==> src/io_xfer_pkg.sv <==
// ----------------------------------------------------------------------
// Host byte channel types, shared by arbiter and top level
// ----------------------------------------------------------------------
package io_xfer_pkg;

	// Source tag sent along with each host byte
	typedef enum logic {
		CH_MIDI = 1'b0,  // MIDI output FIFO
		CH_PAR  = 1'b1   // Parallel/printer FIFO
	} chan_e;

	// Four-phase handshake FSM
	typedef enum logic [1:0] {
		ARB_IDLE    = 2'd0,  // Waiting for a FIFO with data
		ARB_REQ     = 2'd1,  // host_req high, waiting for ack
		ARB_RELEASE = 2'd2   // req dropped, waiting for ack low
	} arb_state_e;

	// Encoding 2'd3 unused, FSM recovers to idle

endpackage

==> src/io_cfg_pkg.sv <==
// ----------------------------------------------------------------------
// Port widths, FIFO depths and system control word layout
// Redirection field follows the io controller USB target encoding
// ----------------------------------------------------------------------
package io_cfg_pkg;

	localparam int BYTE_W = 8;   // Port data byte
	localparam int CTRL_W = 32;  // System control word from io controller
	localparam int JOY_W  = 16;  // Extra joystick word

	typedef logic [BYTE_W-1:0] byte_t;
	typedef logic [CTRL_W-1:0] ctrl_word_t;
	typedef logic [JOY_W-1:0]  joy_t;

	// FIFO depths
	localparam int MIDI_FIFO_DEPTH = 16;
	localparam int PAR_FIFO_DEPTH  = 4;   // Small on purpose, busy shows early

	// Control word bit positions
	localparam int CTRL_RESET_BIT = 0;   // Core reset, flushes the byte path
	localparam int CTRL_REDIR_LSB = 26;  // Low bit of 2-bit USB redirection

	localparam int JOY_FIRE_BIT = 4;  // Fire button in a joystick word

	// USB target port usage on io controller
	typedef enum logic [1:0] {
		REDIR_NONE    = 2'd0,
		REDIR_RS232   = 2'd1,  // No effect here
		REDIR_PRINTER = 2'd2,  // Busy driven by printer FIFO
		REDIR_MIDI    = 2'd3   // No effect here
	} redir_e;

endpackage
==> src/st_io_bridge.sv <==
// ----------------------------------------------------------------------
// Byte transfer glue between ST character ports and the io controller
// Control word assumed stable in the single clk_32 domain
// ----------------------------------------------------------------------
`timescale 1ns/1ps

module st_io_bridge import io_cfg_pkg::*, io_xfer_pkg::*; (
	input  logic       clk_32,
	input  logic       rst_n,
	input  ctrl_word_t system_ctrl,
	input  logic       midi_out_strobe,      // ACIA data register write
	input  byte_t      midi_out,
	input  logic       parallel_out_strobe,  // PSG printer write
	input  byte_t      parallel_out,
	input  joy_t       joy2,
	input  joy_t       joy3,
	output byte_t      parallel_in,
	output logic       parallel_in_strobe,
	output logic       parallel_printer_busy,
	output logic       host_req,
	input  logic       host_ack,
	output byte_t      host_data,
	output chan_e      host_chan
);

	logic   flush;
	redir_e redir;
	logic   midi_avail;
	logic   midi_pop;
	byte_t  midi_head;
	logic   par_avail;
	logic   par_pop;
	byte_t  par_head;

	assign flush = system_ctrl[CTRL_RESET_BIT];
	assign redir = redir_e'(system_ctrl[CTRL_REDIR_LSB +: $bits(redir_e)]);

	// MIDI output FIFO filled alongside the real UART
	io_fifo #(
		.DEPTH ( MIDI_FIFO_DEPTH )
	) u_midi_fifo (
		.clk_32 ( clk_32 ), .rst_n ( rst_n ), .flush ( flush ),
		.wr     ( midi_out_strobe ),
		.din    ( midi_out        ),
		.pop    ( midi_pop        ),
		.head   ( midi_head       ),
		.avail  ( midi_avail      ),
		.full   (                 )  // MIDI has no back-pressure
	);

	parallel_port u_par (
		.clk_32 ( clk_32 ), .rst_n ( rst_n ), .flush ( flush ),
		.redir ( redir ), .parallel_out_strobe ( parallel_out_strobe ),
		.parallel_out ( parallel_out ), .joy2 ( joy2 ), .joy3 ( joy3 ),
		.pop ( par_pop ), .head ( par_head ), .avail ( par_avail ),
		.parallel_printer_busy ( parallel_printer_busy ),
		.parallel_in ( parallel_in ), .parallel_in_strobe ( parallel_in_strobe )
	);

	fifo_arbiter u_arb (
		.clk_32 ( clk_32 ), .rst_n ( rst_n ), .flush ( flush ),
		.midi_avail ( midi_avail ), .midi_head ( midi_head ), .midi_pop ( midi_pop ),
		.par_avail ( par_avail ), .par_head ( par_head ), .par_pop ( par_pop ),
		.host_req ( host_req ), .host_ack ( host_ack ),
		.host_data ( host_data ), .host_chan ( host_chan )
	);

endmodule

==> src/fifo_arbiter.sv <==
// ----------------------------------------------------------------------
// Round-robin drain of two FIFOs onto a four-phase req/ack byte channel
// Holds one popped byte, host must drop ack before the next request
// ----------------------------------------------------------------------
`timescale 1ns/1ps

module fifo_arbiter import io_cfg_pkg::*, io_xfer_pkg::*; (
	input  logic  clk_32,
	input  logic  rst_n,
	input  logic  flush,
	input  logic  midi_avail,
	input  byte_t midi_head,
	output logic  midi_pop,
	input  logic  par_avail,
	input  byte_t par_head,
	output logic  par_pop,
	output logic  host_req,
	input  logic  host_ack,
	output byte_t host_data,
	output chan_e host_chan
);

	arb_state_e state;
	chan_e      last_served;  // Channel granted most recently
	chan_e      grant;
	logic       any_avail;
	logic       take;         // Pop and latch this cycle

	assign any_avail = midi_avail | par_avail;

	// Tie goes to the channel not served last
	always_comb begin
		if (midi_avail && par_avail)
			grant = (last_served == CH_MIDI) ? CH_PAR : CH_MIDI;
		else if (midi_avail)
			grant = CH_MIDI;
		else
			grant = CH_PAR;
	end

	assign take     = (state == ARB_IDLE) && any_avail;
	assign midi_pop = take && (grant == CH_MIDI);
	assign par_pop  = take && (grant == CH_PAR);

	assign host_req = (state == ARB_REQ);  // Decoded from state register

	// Handshake FSM
	always_ff @(posedge clk_32) begin
		if (!rst_n || flush) begin
			state       <= ARB_IDLE;
			last_served <= CH_MIDI;  // First tie goes to parallel
		end else begin
			case (state)
				ARB_IDLE: begin
					if (any_avail) begin
						state       <= ARB_REQ;
						last_served <= grant;
					end
				end
				ARB_REQ: begin
					if (host_ack)
						state <= ARB_RELEASE;  // Phase 3, drop req
				end
				ARB_RELEASE: begin
					if (!host_ack)
						state <= ARB_IDLE;     // Phase 4 done
				end
				default: state <= ARB_IDLE;
			endcase
		end
	end

	// Byte and tag held stable while req is high
	always_ff @(posedge clk_32) begin
		if (take) begin
			host_data <= (grant == CH_MIDI) ? midi_head : par_head;
			host_chan <= grant;
		end
	end

endmodule

==> src/parallel_port.sv <==
// ----------------------------------------------------------------------
// Printer FIFO plus gauntlet style joystick adapter on the parallel port
// Busy and packed inputs are combinational, no synchronizers on joysticks
// ----------------------------------------------------------------------
`timescale 1ns/1ps

module parallel_port import io_cfg_pkg::*; (
	input  logic   clk_32,
	input  logic   rst_n,
	input  logic   flush,
	input  redir_e redir,                // USB redirection field
	input  logic   parallel_out_strobe,  // CPU write to printer data
	input  byte_t  parallel_out,
	input  joy_t   joy2,
	input  joy_t   joy3,
	input  logic   pop,                  // From arbiter
	output byte_t  head,
	output logic   avail,
	output logic   parallel_printer_busy,
	output byte_t  parallel_in,
	output logic   parallel_in_strobe
);

	logic fifo_full;

	io_fifo #(
		.DEPTH ( PAR_FIFO_DEPTH )
	) u_par_fifo (
		.clk_32 ( clk_32              ),
		.rst_n  ( rst_n               ),
		.flush  ( flush               ),
		.wr     ( parallel_out_strobe ),
		.din    ( parallel_out        ),
		.pop    ( pop                 ),
		.head   ( head                ),
		.avail  ( avail               ),
		.full   ( fifo_full           )
	);

	// Printer redirection uses FIFO full as busy
	// otherwise busy carries fire of the first extra joystick
	assign parallel_printer_busy = (redir == REDIR_PRINTER) ? fifo_full
	                                                        : joy2[JOY_FIRE_BIT];

	// Directions inverted, bit 0 lands in the nibble MSB
	assign parallel_in = {
		~joy2[0], ~joy2[1], ~joy2[2], ~joy2[3],  // joy2 high nibble
		~joy3[0], ~joy3[1], ~joy3[2], ~joy3[3]   // joy3 low nibble
	};

	assign parallel_in_strobe = ~joy3[JOY_FIRE_BIT];  // joy3 fire on strobe

endmodule

==> src/io_fifo.sv <==
// ----------------------------------------------------------------------
// Single clock byte FIFO
// Writes when full and pops when empty are lost
// ----------------------------------------------------------------------
`timescale 1ns/1ps

module io_fifo import io_cfg_pkg::*; #(
	parameter int DEPTH = 4
) (
	input  logic  clk_32,
	input  logic  rst_n,
	input  logic  flush,  // Empties the FIFO on core reset
	input  logic  wr,     // One cycle write strobe
	input  byte_t din,
	input  logic  pop,    // Consume head entry
	output byte_t head,   // Oldest entry when avail is high
	output logic  avail,
	output logic  full
);

	localparam int PTR_W = (DEPTH > 1) ? $clog2(DEPTH) : 1;
	localparam int CNT_W = $clog2(DEPTH + 1);

	byte_t             mem [DEPTH];  // Entry storage
	logic [PTR_W-1:0]  wr_ptr;
	logic [PTR_W-1:0]  rd_ptr;
	logic [CNT_W-1:0]  count;        // Occupancy
	logic              do_wr;
	logic              do_rd;

	assign full  = (count == CNT_W'(DEPTH));
	assign avail = (count != '0);
	assign head  = mem[rd_ptr];  // Next entry shows the cycle after a pop

	assign do_wr = wr & ~full;    // Drop on full
	assign do_rd = pop & avail;   // Ignore on empty

	// Write side storage
	always_ff @(posedge clk_32) begin
		if (do_wr)
			mem[wr_ptr] <= din;
	end

	// Pointer wrap also handles non power of two depths
	always_ff @(posedge clk_32) begin
		if (!rst_n || flush) begin
			wr_ptr <= '0;
			rd_ptr <= '0;
			count  <= '0;
		end else begin
			if (do_wr)
				wr_ptr <= (wr_ptr == PTR_W'(DEPTH - 1)) ? '0 : wr_ptr + 1'b1;
			if (do_rd)
				rd_ptr <= (rd_ptr == PTR_W'(DEPTH - 1)) ? '0 : rd_ptr + 1'b1;

			case ({do_wr, do_rd})
				2'b10:   count <= count + 1'b1;
				2'b01:   count <= count - 1'b1;
				default: count <= count;  // Both or neither
			endcase
		end
	end

endmodule

==> config.mk <==
export PLATFORM = sky130hd
export DESIGN_NAME = st_io_bridge
export DESIGN_NICKNAME = d
export VERILOG_FILES = /design/src/io_xfer_pkg.sv /design/src/io_cfg_pkg.sv /design/src/st_io_bridge.sv /design/src/fifo_arbiter.sv /design/src/parallel_port.sv /design/src/io_fifo.sv
export SDC_FILE = /design/constraint.sdc
export NUM_CORES = 1
export LEC_CHECK = 0
export BUFFER_PORTS_ARGS = -buffer_cell sky130_fd_sc_hd__buf_2
export CORE_ASPECT_RATIO = 0.5
export CORE_UTILIZATION = 50
export CTS_CLUSTER_DIAMETER = 50
export DETAILED_ROUTE_END_ITERATION = 10
export PLACE_DENSITY = 0.72
export SYNTH_ARGS = -nofsm -noshare
export SYNTH_HDL_FRONTEND = slang
export SYNTH_HIERARCHICAL = 1
export SYNTH_SLANG_ARGS = --single-unit
==> constraint.sdc <==
create_clock -name clk_32 -period 4.1 [get_ports clk_32]
set_input_delay 0.615 -clock clk_32 [delete_from_list [all_inputs] [get_ports clk_32]]
set_output_delay 0.615 -clock clk_32 [all_outputs]
set_load 0.005 [all_outputs]
-- After elaboration in Yosys (flattened, before gate mapping)
Memories as Yosys holds them, arrays and structs flattened. A register that Yosys moved wholly into a read port is not among the register bits.
Cells that the tools add are included.
Widths: inputs -> output; s select.
- bits in registers: 32
- latch bits: 0
- bits in writable memories: 160
- memory bits (read-only): 0
- bits of input ports: 85
- output and inout bits: 20
- logic and storage cells: 89
- memories kept: 2
- add/subtract/negate cells: 8
- multiply operators: 0
- divide/modulo/power cells: 0
- magnitude comparators: 0
- equal/unequal tests: 16
- shifts and indexed selects: 0
- mux-type cells: 23
- bitwise logic cells: 17
- reduce and logical (&&, ||, !) cells: 13
- memory list (name ; words ; bits a word ; read ports ; clocked after memory_dff ; wr ports ; line ; source):
    u_midi_fifo.mem ; 16 ; 8 ; 1 ; 1 ; 1 ; io_fifo.sv:24 ; byte_t mem [DEPTH];
    u_par.u_par_fifo.mem ; 4 ; 8 ; 1 ; 1 ; 1 ; io_fifo.sv:24 ;
- operators with widths (cell ; number):
    $mux 4 ; 4
    $mux 2 ; 7
    $eq 2x2->1 const B ; 6
    $not 1->1 ; 12
    $pmux 5 s2 ; 1
    $add 4x1->4 const B ; 2
    $eq 4x4->1 const B ; 2
    $mux 1 ; 8
    $mux 8 ; 1
    $eq 2x1->1 const B ; 3
    $pmux 2 s3 ; 1
    $pmux 3 s2 ; 1
    $add 5x1->5 const B ; 1
    $eq 5x5->1 const B ; 1
    $reduce_bool 5->1 ; 1
    $sub 5x1->5 const B ; 1
    $add 2x1->2 const B ; 2
    $and 1x1->1 ; 4
    $logic_and 1x1->1 ; 4
    $ne 2x1->1 const B ; 2
    $reduce_bool 2->1 ; 2
    $add 3x1->3 const B ; 1
    $eq 3x3->1 const B ; 1
    $reduce_and 3->1 ; 1
    8 further kinds ; 8

-- Longest topological paths before layout
Gate-level depths: netlist of the first run.
- word-level depth: 8
- gate-level depth with buffers: 14
- mapped depth without buffers: 12

-- Hierarchy
Netlist of the first run, hierarchy kept.
- modules (own cells, without submodules) (module ; times used ; cells each ; area each (um^2) ; sequential area each (um^2)):
    io_fifo (u_midi_fifo) ; 1 ; 326 ; 5866.9 ; 4184.0
    io_fifo (u_par.u_par_fifo) ; 1 ; 97 ; 1646.6 ; 1141.1
    fifo_arbiter ; 1 ; 35 ; 520.5 ; 330.3
    parallel_port ; 1 ; 11 ; 62.6 ; 0.0

-- Worst setup path after synthesis of the first run
OpenSTA, ideal clock, no wires.
- path kind: reg2reg
- start point: reg u_midi_fifo.count[1]
- end point: reg u_midi_fifo.count[4]
- library setup time: 0.122 ns
- arrival: 2.734 ns
- required time: 3.978 ns
- slack: 1.244 ns
- cell stages (with the launch flop): 15
- path buffers: 2
- clock period less this slack: 2.856 ns
- cell sequence: dfxtp_1 > buf_6 > nor4_1 > nand2_1 > o211a_1 > o21ai_4 > inv_1 > ha_1 > buf_2 > xor2_1 > ha_1 > o21ai_0 > o21ai_0 > a32o_1 > a311o_1
- longest elaborated chain between the ends: 8
- elaborated cells on any way between the ends: 18
- classes of those cells: 2 x add/sub; 3 x eq/ne; 3 x mux; 5 x bitwise; 5 x reduce/logical
- RTL lines (item ; line ; source):
    start, declared ; io_fifo.sv:27 ; logic [CNT_W-1:0] count;
    start signal, assigned ; io_fifo.sv:57 ; 2'b10: count <= count + 1'b1;
    start signal, assigned ; io_fifo.sv:58 ; 2'b01: count <= count - 1'b1;
    start signal, assigned ; io_fifo.sv:59 ; default: count <= count;
    $reduce_bool 5->1 (*) ; io_fifo.sv:32 ; assign avail = (count != '0);
    via midi_avail ; st_io_bridge.sv:28 ; logic midi_avail;
    $mux 1 / $logic_and 1x1->1 (equally long branches) ; fifo_arbiter.sv:35, fifo_arbiter.sv:33 ;
    $mux 1 ; fifo_arbiter.sv:33 ; if (midi_avail && par_avail)
    $not 1->1 ; fifo_arbiter.sv:42 ; assign midi_pop = take && (grant == CH_MIDI);
    $logic_and 1x1->1 (*) ; fifo_arbiter.sv:42 ;
    via midi_pop ; st_io_bridge.sv:29 ; logic midi_pop;
    $and 1x1->1 (*) ; io_fifo.sv:36 ; assign do_rd = pop & avail;
    $eq 2x1->1 / $eq 2x2->1 (equally long branches) ; io_fifo.sv:56 ; case ({do_wr, do_rd})
    $pmux 5 s2 / $reduce_bool 2->1 (equally long branches) ; -- ;
Mark *: on every way through the listed nets, which the timed path passes. The rest lies on a longest branch.
A chain may end at the register's enable or synchronous reset.

-- Worst setup path in the final report of the first run
Ends and elaborated chain as after synthesis.

==> metrics.txt, run 1 <==
post-detailed-placement cell area around 0.0086 mm2; critical path fanouts, max 10; power density over the cells 443 mW/mm2; number of optimization iterations in the first detailed-route pass 4; min cycle time layout 3170 ps; Post-Syn Instances 468; share of the cycle needed by the critical path after routing 0.773; number of synthesis warnings 6; fraction of final layout cells sized beyond drive strength 1 0.285; area growth from synthesis to final layout 13.0%; Critical Path AT 3480 ps; Hold Path Stages 1; number of hold-slack violations in the final timing report 0; leading cell type in the layout, fill and taps excluded sky130_fd_sc_hd__edfxtp_1; final HPWL from detailed placement 9.52 mm; outcome completed; effective utilization at floorplan 0.518; ports placed on the boundary 105; count of buffers added by post-CTS timing repair for setup 0; critical register-to-register path endpoint u_midi_fifo/count[4]$_SDFFE_PP0P_; Placeable Area 0.0156 mm2; final routed wire length divided by cell count 19.6 um; detailed-route wire length 14.5 mm; number of non-filler instances in the completed layout 741; # Max-Cap Violations 0; TritonCTS Buffers 17; die span in x roughly 180 um; CTS Sinks 198; Startpoint Class flip-flop; Worst Setup Path Type reg2reg; count of buffers inserted at the top-level ports 53; Worst R2R Path Depth 12; remaining design rule violation count 0; total negative slack for setup checks 0 ps; Rel. slew slack 0.367; worst min path class in2reg; # diodes 0; Die Y 92.0 um; total number of placement rows 32; critical path capture point type flip-flop; first-pass GRT wire length 23.0 mm; final number of setup-violating endpoints 0; leakage power 3.15 nW; overall routing resource usage 0.187; skew final 9.91 ps; Mean Syn Cell Area 17.3 um2; worst hold margin slightly above 400 ps; grt ovf 0; via count of the first global-routing pass 4251; total of hold buffers inserted after clock tree synthesis 0; final count of pins violating max slew 0; initial antenna violation count 0; number of nets in the final layout 626; clock tree from TritonCTS done; RSZ-0062 raised after global routing false; Max IR drop VDD 0.000302 V; syn_nets about 570; flop-to-flop setup slack 930 ps; area of the die between 0.015 and 0.02 mm2; clock root cell sky130_fd_sc_hd__clkbuf_16; clock slew at reported path FFs 80 ps; via count 4230; Multi-input gate area ~0.0022 mm2; hold_sp parallel_out[6]; count of nets left with antenna violations after detail routing 0; number of fill cells around 1200; slew at the pin closest to its max-slew limit approximately 950 ps; storage element area 0.00566 mm2; WP data required 4410 ps; leading cell types in the layout, fill and taps excluded sky130_fd_sc_hd__edfxtp_1, sky130_fd_sc_hd__buf_2, sky130_fd_sc_hd__mux4_2, sky130_fd_sc_hd__dfxtp_1; Vias per Instance 5.71; Reg-to-Reg Start u_midi_fifo/count[1]$_SDFFE_PP0P_; fraction of the core area covered by cells at the end of the flow 0.586; Cell Area, Synth 0.00809 mm2; instance count after placement with tap cells included just over 700; total of cells resized after clock tree synthesis 0; buffers from clock root to sink, at most 2; H-tree Lvls 4; later-pin clock latency in the skew report 420 ps; number of design-rule violations left by the first detailed-router iteration 287; highest attainable clock frequency 316 MHz; finished layout cell area roughly 0.0091 mm2; routability cong. 0.737; maximum number of pins on one net before global-route repair 33; end point of the worst hold path u_par/u_par_fifo/mem[2][6]$_DFFE_PP_
## critical path, cell delays in order, from the launching register on
cell                      delay [ps]
sky130_fd_sc_hd__dfxtp_1         380
sky130_fd_sc_hd__nor4_1          470
sky130_fd_sc_hd__nand2_1         210
sky130_fd_sc_hd__o211a_1         210
sky130_fd_sc_hd__o21ai_4         110
sky130_fd_sc_hd__inv_1            90
sky130_fd_sc_hd__ha_1            300
sky130_fd_sc_hd__xor2_1          190
sky130_fd_sc_hd__ha_1            210
sky130_fd_sc_hd__o21ai_0         240
sky130_fd_sc_hd__o21ai_0         120
sky130_fd_sc_hd__a32o_1          220
sky130_fd_sc_hd__a311o_1         310
## sequential cells by signal, summed over array words and instances (netlist names), named ones only
register and cells:
u_arb/host_chan 1, u_arb/host_data 8, u_arb/last_served 1, u_arb/state 2, u_midi_fifo/count 5, u_midi_fifo/mem 128, u_midi_fifo/rd_ptr 4, u_midi_fifo/wr_ptr 4
u_par/u_par_fifo/count 3, u_par/u_par_fifo/mem 32, u_par/u_par_fifo/rd_ptr 2, u_par/u_par_fifo/wr_ptr 2
## cell type report
cell class              count  share of cell area
inverters                  26              0.0107
multi-input cells         223               0.245
well taps                 204              0.0279
flip-flops and latches    198               0.618
repair buffers             59              0.0339
clock buffers              18              0.0469
clock inverters            13              0.0170
## stage by stage
stage / worst slack, ps / power [mW]
2_1_floorplan: 1240 / 2.37
4_1_cts: 948 / 4.08
5_1_grt: 670 / 4.18
3_3_place_gp: 1050 / 2.45
6_report: 931 / 4.05
3_5_place_dp: 982 / 2.46
## how the worst max path moves through the flow
stage | startpoint | end | slack (ps) | depth (start not counted)
global placement | u_midi_fifo/count[0]$_SDFFE_PP0P_ | u_midi_fifo/count[4]$_SDFFE_PP0P_ | 1050 | 12
floorplan | u_midi_fifo/count[1]$_SDFFE_PP0P_ | u_midi_fifo/count[4]$_SDFFE_PP0P_ | 1240 | 14
finish | u_midi_fifo/count[1]$_SDFFE_PP0P_ | u_midi_fifo/count[4]$_SDFFE_PP0P_ | 930 | 12
global route | u_midi_fifo/count[2]$_SDFFE_PP0P_ | u_midi_fifo/count[4]$_SDFFE_PP0P_ | 670 | 12
detailed placement | u_midi_fifo/count[1]$_SDFFE_PP0P_ | u_midi_fifo/count[4]$_SDFFE_PP0P_ | 980 | 12
CTS | u_midi_fifo/count[1]$_SDFFE_PP0P_ | u_midi_fifo/count[4]$_SDFFE_PP0P_ | 950 | 12
## power breakdown
part	total, mW	internal (mW)	switching, mW	leakage [nW]
combinational	0.175	0.0734	0.101	1.09
clock	1.64	0.870	0.771	0.288
sequential	2.23	2.22	0.0158	1.77
## per-layer routing
metal	vias to the layer above	GRT usage	share of wire
met5	-	0	0
li1	1942	-	-
met1	2147	0.263	0.46
met4	0	0.0511	0.010
met3	13	0.0397	0.055
met2	128	0.300	0.47
No activity file was read; power rests on OpenSTA's default activity.
==> inputs of run 2 (changes only) <==
--- a/config.mk
+++ b/config.mk
@@ -10,7 +10,7 @@
 export CORE_UTILIZATION = 50
 export CTS_CLUSTER_DIAMETER = 50
 export DETAILED_ROUTE_END_ITERATION = 10
-export PLACE_DENSITY = 0.72
+export PLACE_DENSITY = 0.74
 export SYNTH_ARGS = -nofsm -noshare
 export SYNTH_HDL_FRONTEND = slang
 export SYNTH_HIERARCHICAL = 1
==> constraint.sdc (replaced) <==
create_clock -name clk_32 -period 2.9 [get_ports clk_32]
set_input_delay 0.435 -clock clk_32 [delete_from_list [all_inputs] [get_ports clk_32]]
set_output_delay 0.435 -clock clk_32 [all_outputs]
set_load 0.005 [all_outputs]
==> metrics.txt, run 2 (synthesis results as in run 1) <==
outcome completed (unchanged); buffers from clock root to sink, at most 2 (unchanged); critical path fanouts, max 7 (was 10); WP data required 3210 ps (was 4410 ps); CTS Sinks 198 (unchanged); fraction of the core area covered by cells at the end of the flow 0.602 (was 0.586); final routed wire length divided by cell count 19.2 um (was 19.6 um); clock root cell sky130_fd_sc_hd__clkbuf_16 (unchanged); maximum number of pins on one net before global-route repair 33 (unchanged); Largest register FFs 128 (unchanged); Vias per Instance 5.73 (was 5.71); Placeable Area 0.0156 mm2 (unchanged); Max IR drop VDD 0.000472 V (was 0.000302 V); area growth from synthesis to final layout 16.1% (was 13.0%); clock slew at reported path FFs 80 ps (about the same); final HPWL from detailed placement 9.59 mm (was 9.52 mm); power density over the cells 621 mW/mm2 (was 443 mW/mm2); total of hold buffers inserted after clock tree synthesis 0 (unchanged); clock tree from TritonCTS done (unchanged); count of buffers inserted at the top-level ports 53 (unchanged); share of the cycle needed by the critical path after routing 0.949 (was 0.773); number of nets in the final layout 652 (was 626); TritonCTS Buffers 17 (unchanged); met2 GRT Util 0.308 (was 0.300); detailed-route wire length 14.7 mm (was 14.5 mm); via count of the first global-routing pass 4412 (was 4251); grt ovf 0 (unchanged); number of hold-slack violations in the final timing report 0 (unchanged); leading cell types in the layout, fill and taps excluded sky130_fd_sc_hd__edfxtp_1, sky130_fd_sc_hd__buf_2, sky130_fd_sc_hd__mux4_2, sky130_fd_sc_hd__buf_4, sky130_fd_sc_hd__dfxtp_1 (was sky130_fd_sc_hd__edfxtp_1, sky130_fd_sc_hd__buf_2, sky130_fd_sc_hd__mux4_2, sky130_fd_sc_hd__dfxtp_1); die span in x 182 um (unchanged); top flop regs u_midi_fifo/mem (128), u_par/u_par_fifo/mem (32), u_arb/host_data (8) (unchanged); overall routing resource usage 0.188 (was 0.187); post-route setup slack 149 ps (was 931 ps); leading cell type in the layout, fill and taps excluded sky130_fd_sc_hd__edfxtp_1 (unchanged); GR met1 Demand/Resource 0.246 (was 0.263); min cycle time layout 2750 ps (was 3170 ps); Critical Path AT 3060 ps (was 3480 ps); highest attainable clock frequency 363 MHz (was 316 MHz); leakage power 3.29 nW (was 3.15 nW); Rel. slew slack 0.428 (was 0.367); number of optimization iterations in the first detailed-route pass 5 (was 4); first-pass GRT wire length 23.1 mm (was 23.0 mm); Die Y 92.0 um (unchanged); total number of placement rows 32 (unchanged); critical path capture point type flip-flop (unchanged); via count 4401 (was 4230); routability cong. 0.765 (was 0.737); RSZ-0062 raised after global routing false (unchanged); # Max-Cap Violations 0 (unchanged); worst min path class in2reg (unchanged); final number of setup-violating endpoints 0 (unchanged); # diodes 0 (unchanged); effective utilization at floorplan 0.518 (unchanged); Most flops, register u_midi_fifo/mem (unchanged); fraction of final layout cells sized beyond drive strength 1 0.328 (was 0.285); area of the die 0.0167 mm2 (unchanged); H-tree Lvls 4 (unchanged); total negative slack for setup checks 0 ps (unchanged); initial antenna violation count 0 (unchanged); layer with the highest usage after global routing met2 (unchanged); Worst Setup Path Type reg2reg (unchanged); M3 GR Usage 0.0441 (was 0.0397); skew final 8.93 ps (was 9.91 ps); slew at the pin closest to its max-slew limit 854 ps (was 946 ps); number of design-rule violations left by the first detailed-router iteration 211 (was 287); Startpoint Class flip-flop (unchanged); count of nets left with antenna violations after detail routing 0 (unchanged); remaining design rule violation count 0 (unchanged); final count of pins violating max slew 0 (unchanged); later-pin clock latency in the skew report 420 ps (about the same); ports placed on the boundary 105 (unchanged); setup slack after placement 85.7 ps (was 982 ps)
==> run 2: cell count changes in the layout (fill, tap and decap cells not counted), sizes merged <==
cell | previous run | this run
buf | 59 | 85
bufinv | 1 | 2
clkbuf | 18 | 17
clkinvlp | 0 | 1
==> run 2: worst max-delay path, cell delays in order, from the launching register on <==
cell and delay (ps):
sky130_fd_sc_hd__dfxtp_1 310, sky130_fd_sc_hd__or3_2 480, sky130_fd_sc_hd__inv_1 90, sky130_fd_sc_hd__o211a_1 210, sky130_fd_sc_hd__o21ai_4 70, sky130_fd_sc_hd__inv_1 80, sky130_fd_sc_hd__ha_2 240, sky130_fd_sc_hd__xor2_1 170
sky130_fd_sc_hd__ha_1 180, sky130_fd_sc_hd__a21oi_1 70, sky130_fd_sc_hd__a221oi_2 340, sky130_fd_sc_hd__mux2i_1 130, sky130_fd_sc_hd__a311o_1 270
==> run 2: final timing paths <==
kind                                                        startpoint                                   end  slack (ps)  depth (start not counted)
worst max-delay path            u_par/u_par_fifo/count[1]$_SDFFE_PP0P_     u_midi_fifo/count[4]$_SDFFE_PP0P_         150                         12
worst min-delay path                                   parallel_out[4]  u_par/u_par_fifo/mem[3][4]$_DFFE_PP_         220                          1
worst max register to register  u_par/u_par_fifo/count[1]$_SDFFE_PP0P_     u_midi_fifo/count[4]$_SDFFE_PP0P_         150                         12
worst min register to register          u_arb/last_served$_SDFFE_PP0N_        u_arb/last_served$_SDFFE_PP0N_         510                          2
==> run 2: per-stage QoR <==
step	total power [mW]	cells	cell area, um2	hold WS, ps
global route	6.02	768	9400	211
CTS	5.87	768	9380	209
global placement	3.48	736	8770	479
floorplan	3.35	468	8090	463
finish	5.83	768	9400	222
detailed placement	3.49	736	8770	496
==> run 2: final cells by class <==
cell class	count	area (um2)
clock buffers	17	425
clock inverters	15	185
fillers	1119	6220
inverters	26	97.6
multi-input cells	223	2260
flip-flops and latches	198	5660
well taps	204	255
repair buffers	85	518
==> run 2: what timing repair did <==
action | CTS | global route
setup endpoints to repair | 0 | 3
setup buffers | 0 | 0
gates resized for setup | 0 | 4
==> run 2: power breakdown <==
part / internal [mW] / switching (mW)
registers: 3.14 / 0.0162
logic: 0.121 / 0.156
clock network: 1.32 / 1.09
==> run 2: per-layer routing <==
layer	part of all wire	routed length, um
met5	0	0
met1	0.43	6370
met4	0.016	237
met2	0.48	7120
met3	0.069	1010
==> inputs of run 3 (changes only) <==
--- a/config.mk
+++ b/config.mk
@@ -5,6 +5,7 @@
 export SDC_FILE = /design/constraint.sdc
 export NUM_CORES = 1
 export LEC_CHECK = 0
+export ABC_AREA = 1
 export BUFFER_PORTS_ARGS = -buffer_cell sky130_fd_sc_hd__buf_2
 export CORE_ASPECT_RATIO = 0.5
 export CORE_UTILIZATION = 50
==> metrics.txt, run 3 <==
number of non-filler instances in the completed layout 1068 (was 768); worst min path class in2reg (unchanged); cell breakdown of the critical path inv_1 -> nand3_1 -> nand2_1 -> nand2_2 -> nor2_1 -> nand2_1 -> inv_1 -> ha_2 -> nand2_1 -> inv_1 -> nor2_1 -> ha_1 -> inv_1 -> nand2_1 -> xor2_1 -> o21ai_0 -> inv_1 (was or3_2 -> inv_1 -> o211a_1 -> o21ai_4 -> inv_1 -> ha_2 -> xor2_1 -> ha_1 -> a21oi_1 -> a221oi_2 -> mux2i_1 -> a311o_1); # Max-Cap Violations 0 (unchanged); first-pass GRT wire length 26.3 mm (was 23.1 mm); TritonCTS Buffers 17 (unchanged); storage element area 0.00566 mm2 (about the same); grt ovf 0 (unchanged); Post-Syn Instances 772 (was 468); fraction of final layout cells sized beyond drive strength 1 0.152 (was 0.328); highest attainable clock frequency 383 MHz (was 363 MHz); Startpoint Class flip-flop (unchanged); number of design-rule violations left by the first detailed-router iteration 503 (was 211); critical path capture point type flip-flop (unchanged); Worst Setup Path Type reg2reg (unchanged); leading cell type in the layout, fill and taps excluded sky130_fd_sc_hd__edfxtp_1 (unchanged); logic depth of the worst path, buffers included 17 (was 12); crit path max-delay cell type sky130_fd_sc_hd__dfxtp_1 (was sky130_fd_sc_hd__or3_2); area of the die 0.0176 mm2 (was 0.0167 mm2); total number of placement rows 33 (was 32); leakage power 3.66 nW (was 3.29 nW); area growth from synthesis to final layout 12.4% (was 16.1%); DR WL met2 8.26 mm (was 7.12 mm); ports placed on the boundary 105 (unchanged); critical path fanouts, max 8 (was 7); Critical Path AT 2940 ps (was 3060 ps); clock slew at reported path FFs 80 ps (about the same); count of buffers inserted at the top-level ports 53 (unchanged); Cell Area, Synth 0.00853 mm2 (was 0.00809 mm2); maximum single-stage delay on the critical path 310 ps (was 480 ps); final routed wire length divided by cell count 15.7 um (was 19.2 um); maximum number of pins on one net before global-route repair 65 (was 33); critical register-to-register path endpoint u_midi_fifo/count[2]$_SDFFE_PP0P_ (was u_midi_fifo/count[4]$_SDFFE_PP0P_); die span in x 187 um (was 182 um); CTS Sinks 198 (unchanged); top routing layer used met4 (unchanged); CP Capture Point u_midi_fifo/count[2]$_SDFFE_PP0P_ (was u_midi_fifo/count[4]$_SDFFE_PP0P_); effective utilization at floorplan 0.517 (was 0.518); worst hold margin 210 ps (was 222 ps); final HPWL from detailed placement 10.7 mm (was 9.59 mm); top flop regs u_midi_fifo/mem (128), u_par/u_par_fifo/mem (32), u_arb/host_data (8) (unchanged); Rel. slew slack 0.389 (was 0.428); number of nets in the final layout 929 (was 652); initial antenna violation count 2 (was 0); Critical path buffers and inverters 5 (was 2); flop-to-flop setup slack 290 ps (was 150 ps); Total Power 6.62 mW (was 5.83 mW); number of synthesis warnings 6 (unchanged); detailed-route wire length 16.8 mm (was 14.7 mm); Largest register FFs 128 (unchanged); min cycle time layout 2610 ps (was 2750 ps); total of hold buffers inserted after clock tree synthesis 0 (unchanged); Die Y 94.4 um (was 92.0 um); instance count after placement with tap cells included 1036 (was 736); Reg-to-Reg Start u_par/u_par_fifo/count[0]$_SDFFE_PP0P_ (was u_par/u_par_fifo/count[1]$_SDFFE_PP0P_); crit path from u_par/u_par_fifo/count[0]$_SDFFE_PP0P_ (was u_par/u_par_fifo/count[1]$_SDFFE_PP0P_); final count of pins violating max slew 0 (unchanged); Worst R2R Path Depth 17 (was 12); power density over the cells 691 mW/mm2 (was 621 mW/mm2); H-tree Lvls 4 (unchanged); number of optimization iterations in the first detailed-route pass 4 (was 5); slew at the pin closest to its max-slew limit 913 ps (was 854 ps); Max IR drop VDD 0.000366 V (was 0.000472 V); share of the cycle needed by the critical path after routing 0.900 (was 0.949); number of fill cells 1329 (was 1119); outcome completed (unchanged); RSZ-0062 raised after global routing false (unchanged); Placeable Area 0.0165 mm2 (was 0.0156 mm2); clock root cell sky130_fd_sc_hd__clkbuf_16 (unchanged); buffers from clock root to sink, at most 2 (unchanged); leading cell types in the layout, fill and taps excluded sky130_fd_sc_hd__edfxtp_1, sky130_fd_sc_hd__inv_1, sky130_fd_sc_hd__nand2_1, sky130_fd_sc_hd__nand3_1, sky130_fd_sc_hd__nor2_1 (was sky130_fd_sc_hd__edfxtp_1, sky130_fd_sc_hd__buf_2, sky130_fd_sc_hd__mux4_2, sky130_fd_sc_hd__buf_4, sky130_fd_sc_hd__dfxtp_1); Multi-input gate area 0.00224 mm2 (was 0.00226 mm2); final number of setup-violating endpoints 0 (unchanged); total negative slack for setup checks 0 ps (unchanged); WP data required 3230 ps (was 3210 ps); most repeated library cell on the critical path sky130_fd_sc_hd__inv_1 (unchanged); via count 5615 (was 4401); later-pin clock latency in the skew report 440 ps (was 420 ps); number of hold-slack violations in the final timing report 0 (unchanged); count of buffers added by post-CTS timing repair for setup 0 (unchanged); via count of the first global-routing pass 5314 (was 4412); count of nets left with antenna violations after detail routing 0 (unchanged); overall routing resource usage 0.198 (was 0.188); remaining design rule violation count 0 (unchanged); Met3 Wirelength 918 um (was 1.01 mm); clock tree from TritonCTS done (unchanged); routability cong. 0.751 (was 0.765); skew final 11.6 ps (was 8.93 ps); Mean Syn Cell Area 11.1 um2 (was 17.3 um2); Vias per Instance 5.26 (was 5.73); Largest delay share family, worst path simple AND/OR/NAND/NOR gates (was compound AO/OA/AOI/OAI gates); syn_nets 873 (was 569); post-route met1 wirelength 7.32 mm (was 6.37 mm); Most flops, register u_midi_fifo/mem (unchanged)
==> run 3: cell count changes in the layout (fill, tap and decap cells not counted), moves of 33 or more <==
cell                      before  now
sky130_fd_sc_hd__nand2_1      18  115
sky130_fd_sc_hd__inv_1        26  118
sky130_fd_sc_hd__nand3_1       5   65
sky130_fd_sc_hd__o21ai_0       7   51
sky130_fd_sc_hd__mux4_2       40    0
sky130_fd_sc_hd__a21oi_1       9   47
sky130_fd_sc_hd__nor2_1       26   59
==> run 3: power by group <==
part           leakage, nW  internal [mW]  switching [mW]
logic                 1.63          0.347           0.665
registers             1.77           3.27          0.0862
clock network        0.264           1.13            1.12
total                 3.66           4.75            1.87
==> run 3: what timing repair did <==
item | 4_1_cts | 5_1_grt
endpoints found under the setup margin | 0 | 2
gates resized for setup | 0 | 1
endpoints found under the hold margin | 0 | 0
==> run 3: how the worst min path moves through the flow <==
stage	startpoint	end	cells after the start
floorplan	u_par/u_par_fifo/count[0]$_SDFFE_PP0P_	u_par/u_par_fifo/count[0]$_SDFFE_PP0P_	2
global placement	u_par/u_par_fifo/count[0]$_SDFFE_PP0P_	u_par/u_par_fifo/count[0]$_SDFFE_PP0P_	2
detailed placement	u_par/u_par_fifo/count[0]$_SDFFE_PP0P_	u_par/u_par_fifo/count[0]$_SDFFE_PP0P_	2
CTS	parallel_out[0]	u_par/u_par_fifo/mem[3][0]$_DFFE_PP_	1
global route	parallel_out[0]	u_par/u_par_fifo/mem[3][0]$_DFFE_PP_	1
finish	parallel_out[0]	u_par/u_par_fifo/mem[3][0]$_DFFE_PP_	1
==> run 3: through the flow <==
step	worst slack, ps	utilization	instance area [um2]
finish	289	0.581	9590
global route	5.87	0.581	9590
CTS	274	0.580	9590
detailed placement	307	0.546	9020
global placement	380	0.546	9020
floorplan	506	-	8530
==> run 3: area by class of cell <==
type | count | area share
antenna | 1 | 0.000261
clock buffer | 17 | 0.0444
clock inverter | 14 | 0.0143
inverter | 123 | 0.0481
multi-input combinational | 423 | 0.233
sequential | 198 | 0.590
tap | 227 | 0.0296
timing repair buffer | 65 | 0.0397
==> run 3: worst reg2reg max path: stages, from the launching register on <==
cell and delay (ps):
sky130_fd_sc_hd__dfxtp_1 310, sky130_fd_sc_hd__inv_1 120, sky130_fd_sc_hd__nand3_1 250, sky130_fd_sc_hd__nand2_1 170
sky130_fd_sc_hd__nand2_2 70, sky130_fd_sc_hd__nor2_1 90, sky130_fd_sc_hd__nand2_1 130, sky130_fd_sc_hd__inv_1 200
sky130_fd_sc_hd__ha_2 290, sky130_fd_sc_hd__nand2_1 70, sky130_fd_sc_hd__inv_1 70, sky130_fd_sc_hd__nor2_1 50
sky130_fd_sc_hd__ha_1 170, sky130_fd_sc_hd__inv_1 50, sky130_fd_sc_hd__nand2_1 80, sky130_fd_sc_hd__xor2_1 170
sky130_fd_sc_hd__o21ai_0 170, sky130_fd_sc_hd__inv_1 50
==> run 3: layer usage <==
metal / vias up / track usage
met5: - / 0
met4: 0 / 0.0751
met3: 25 / 0.0554
met2: 154 / 0.343
met1: 2692 / 0.239
li1: 2744 / -
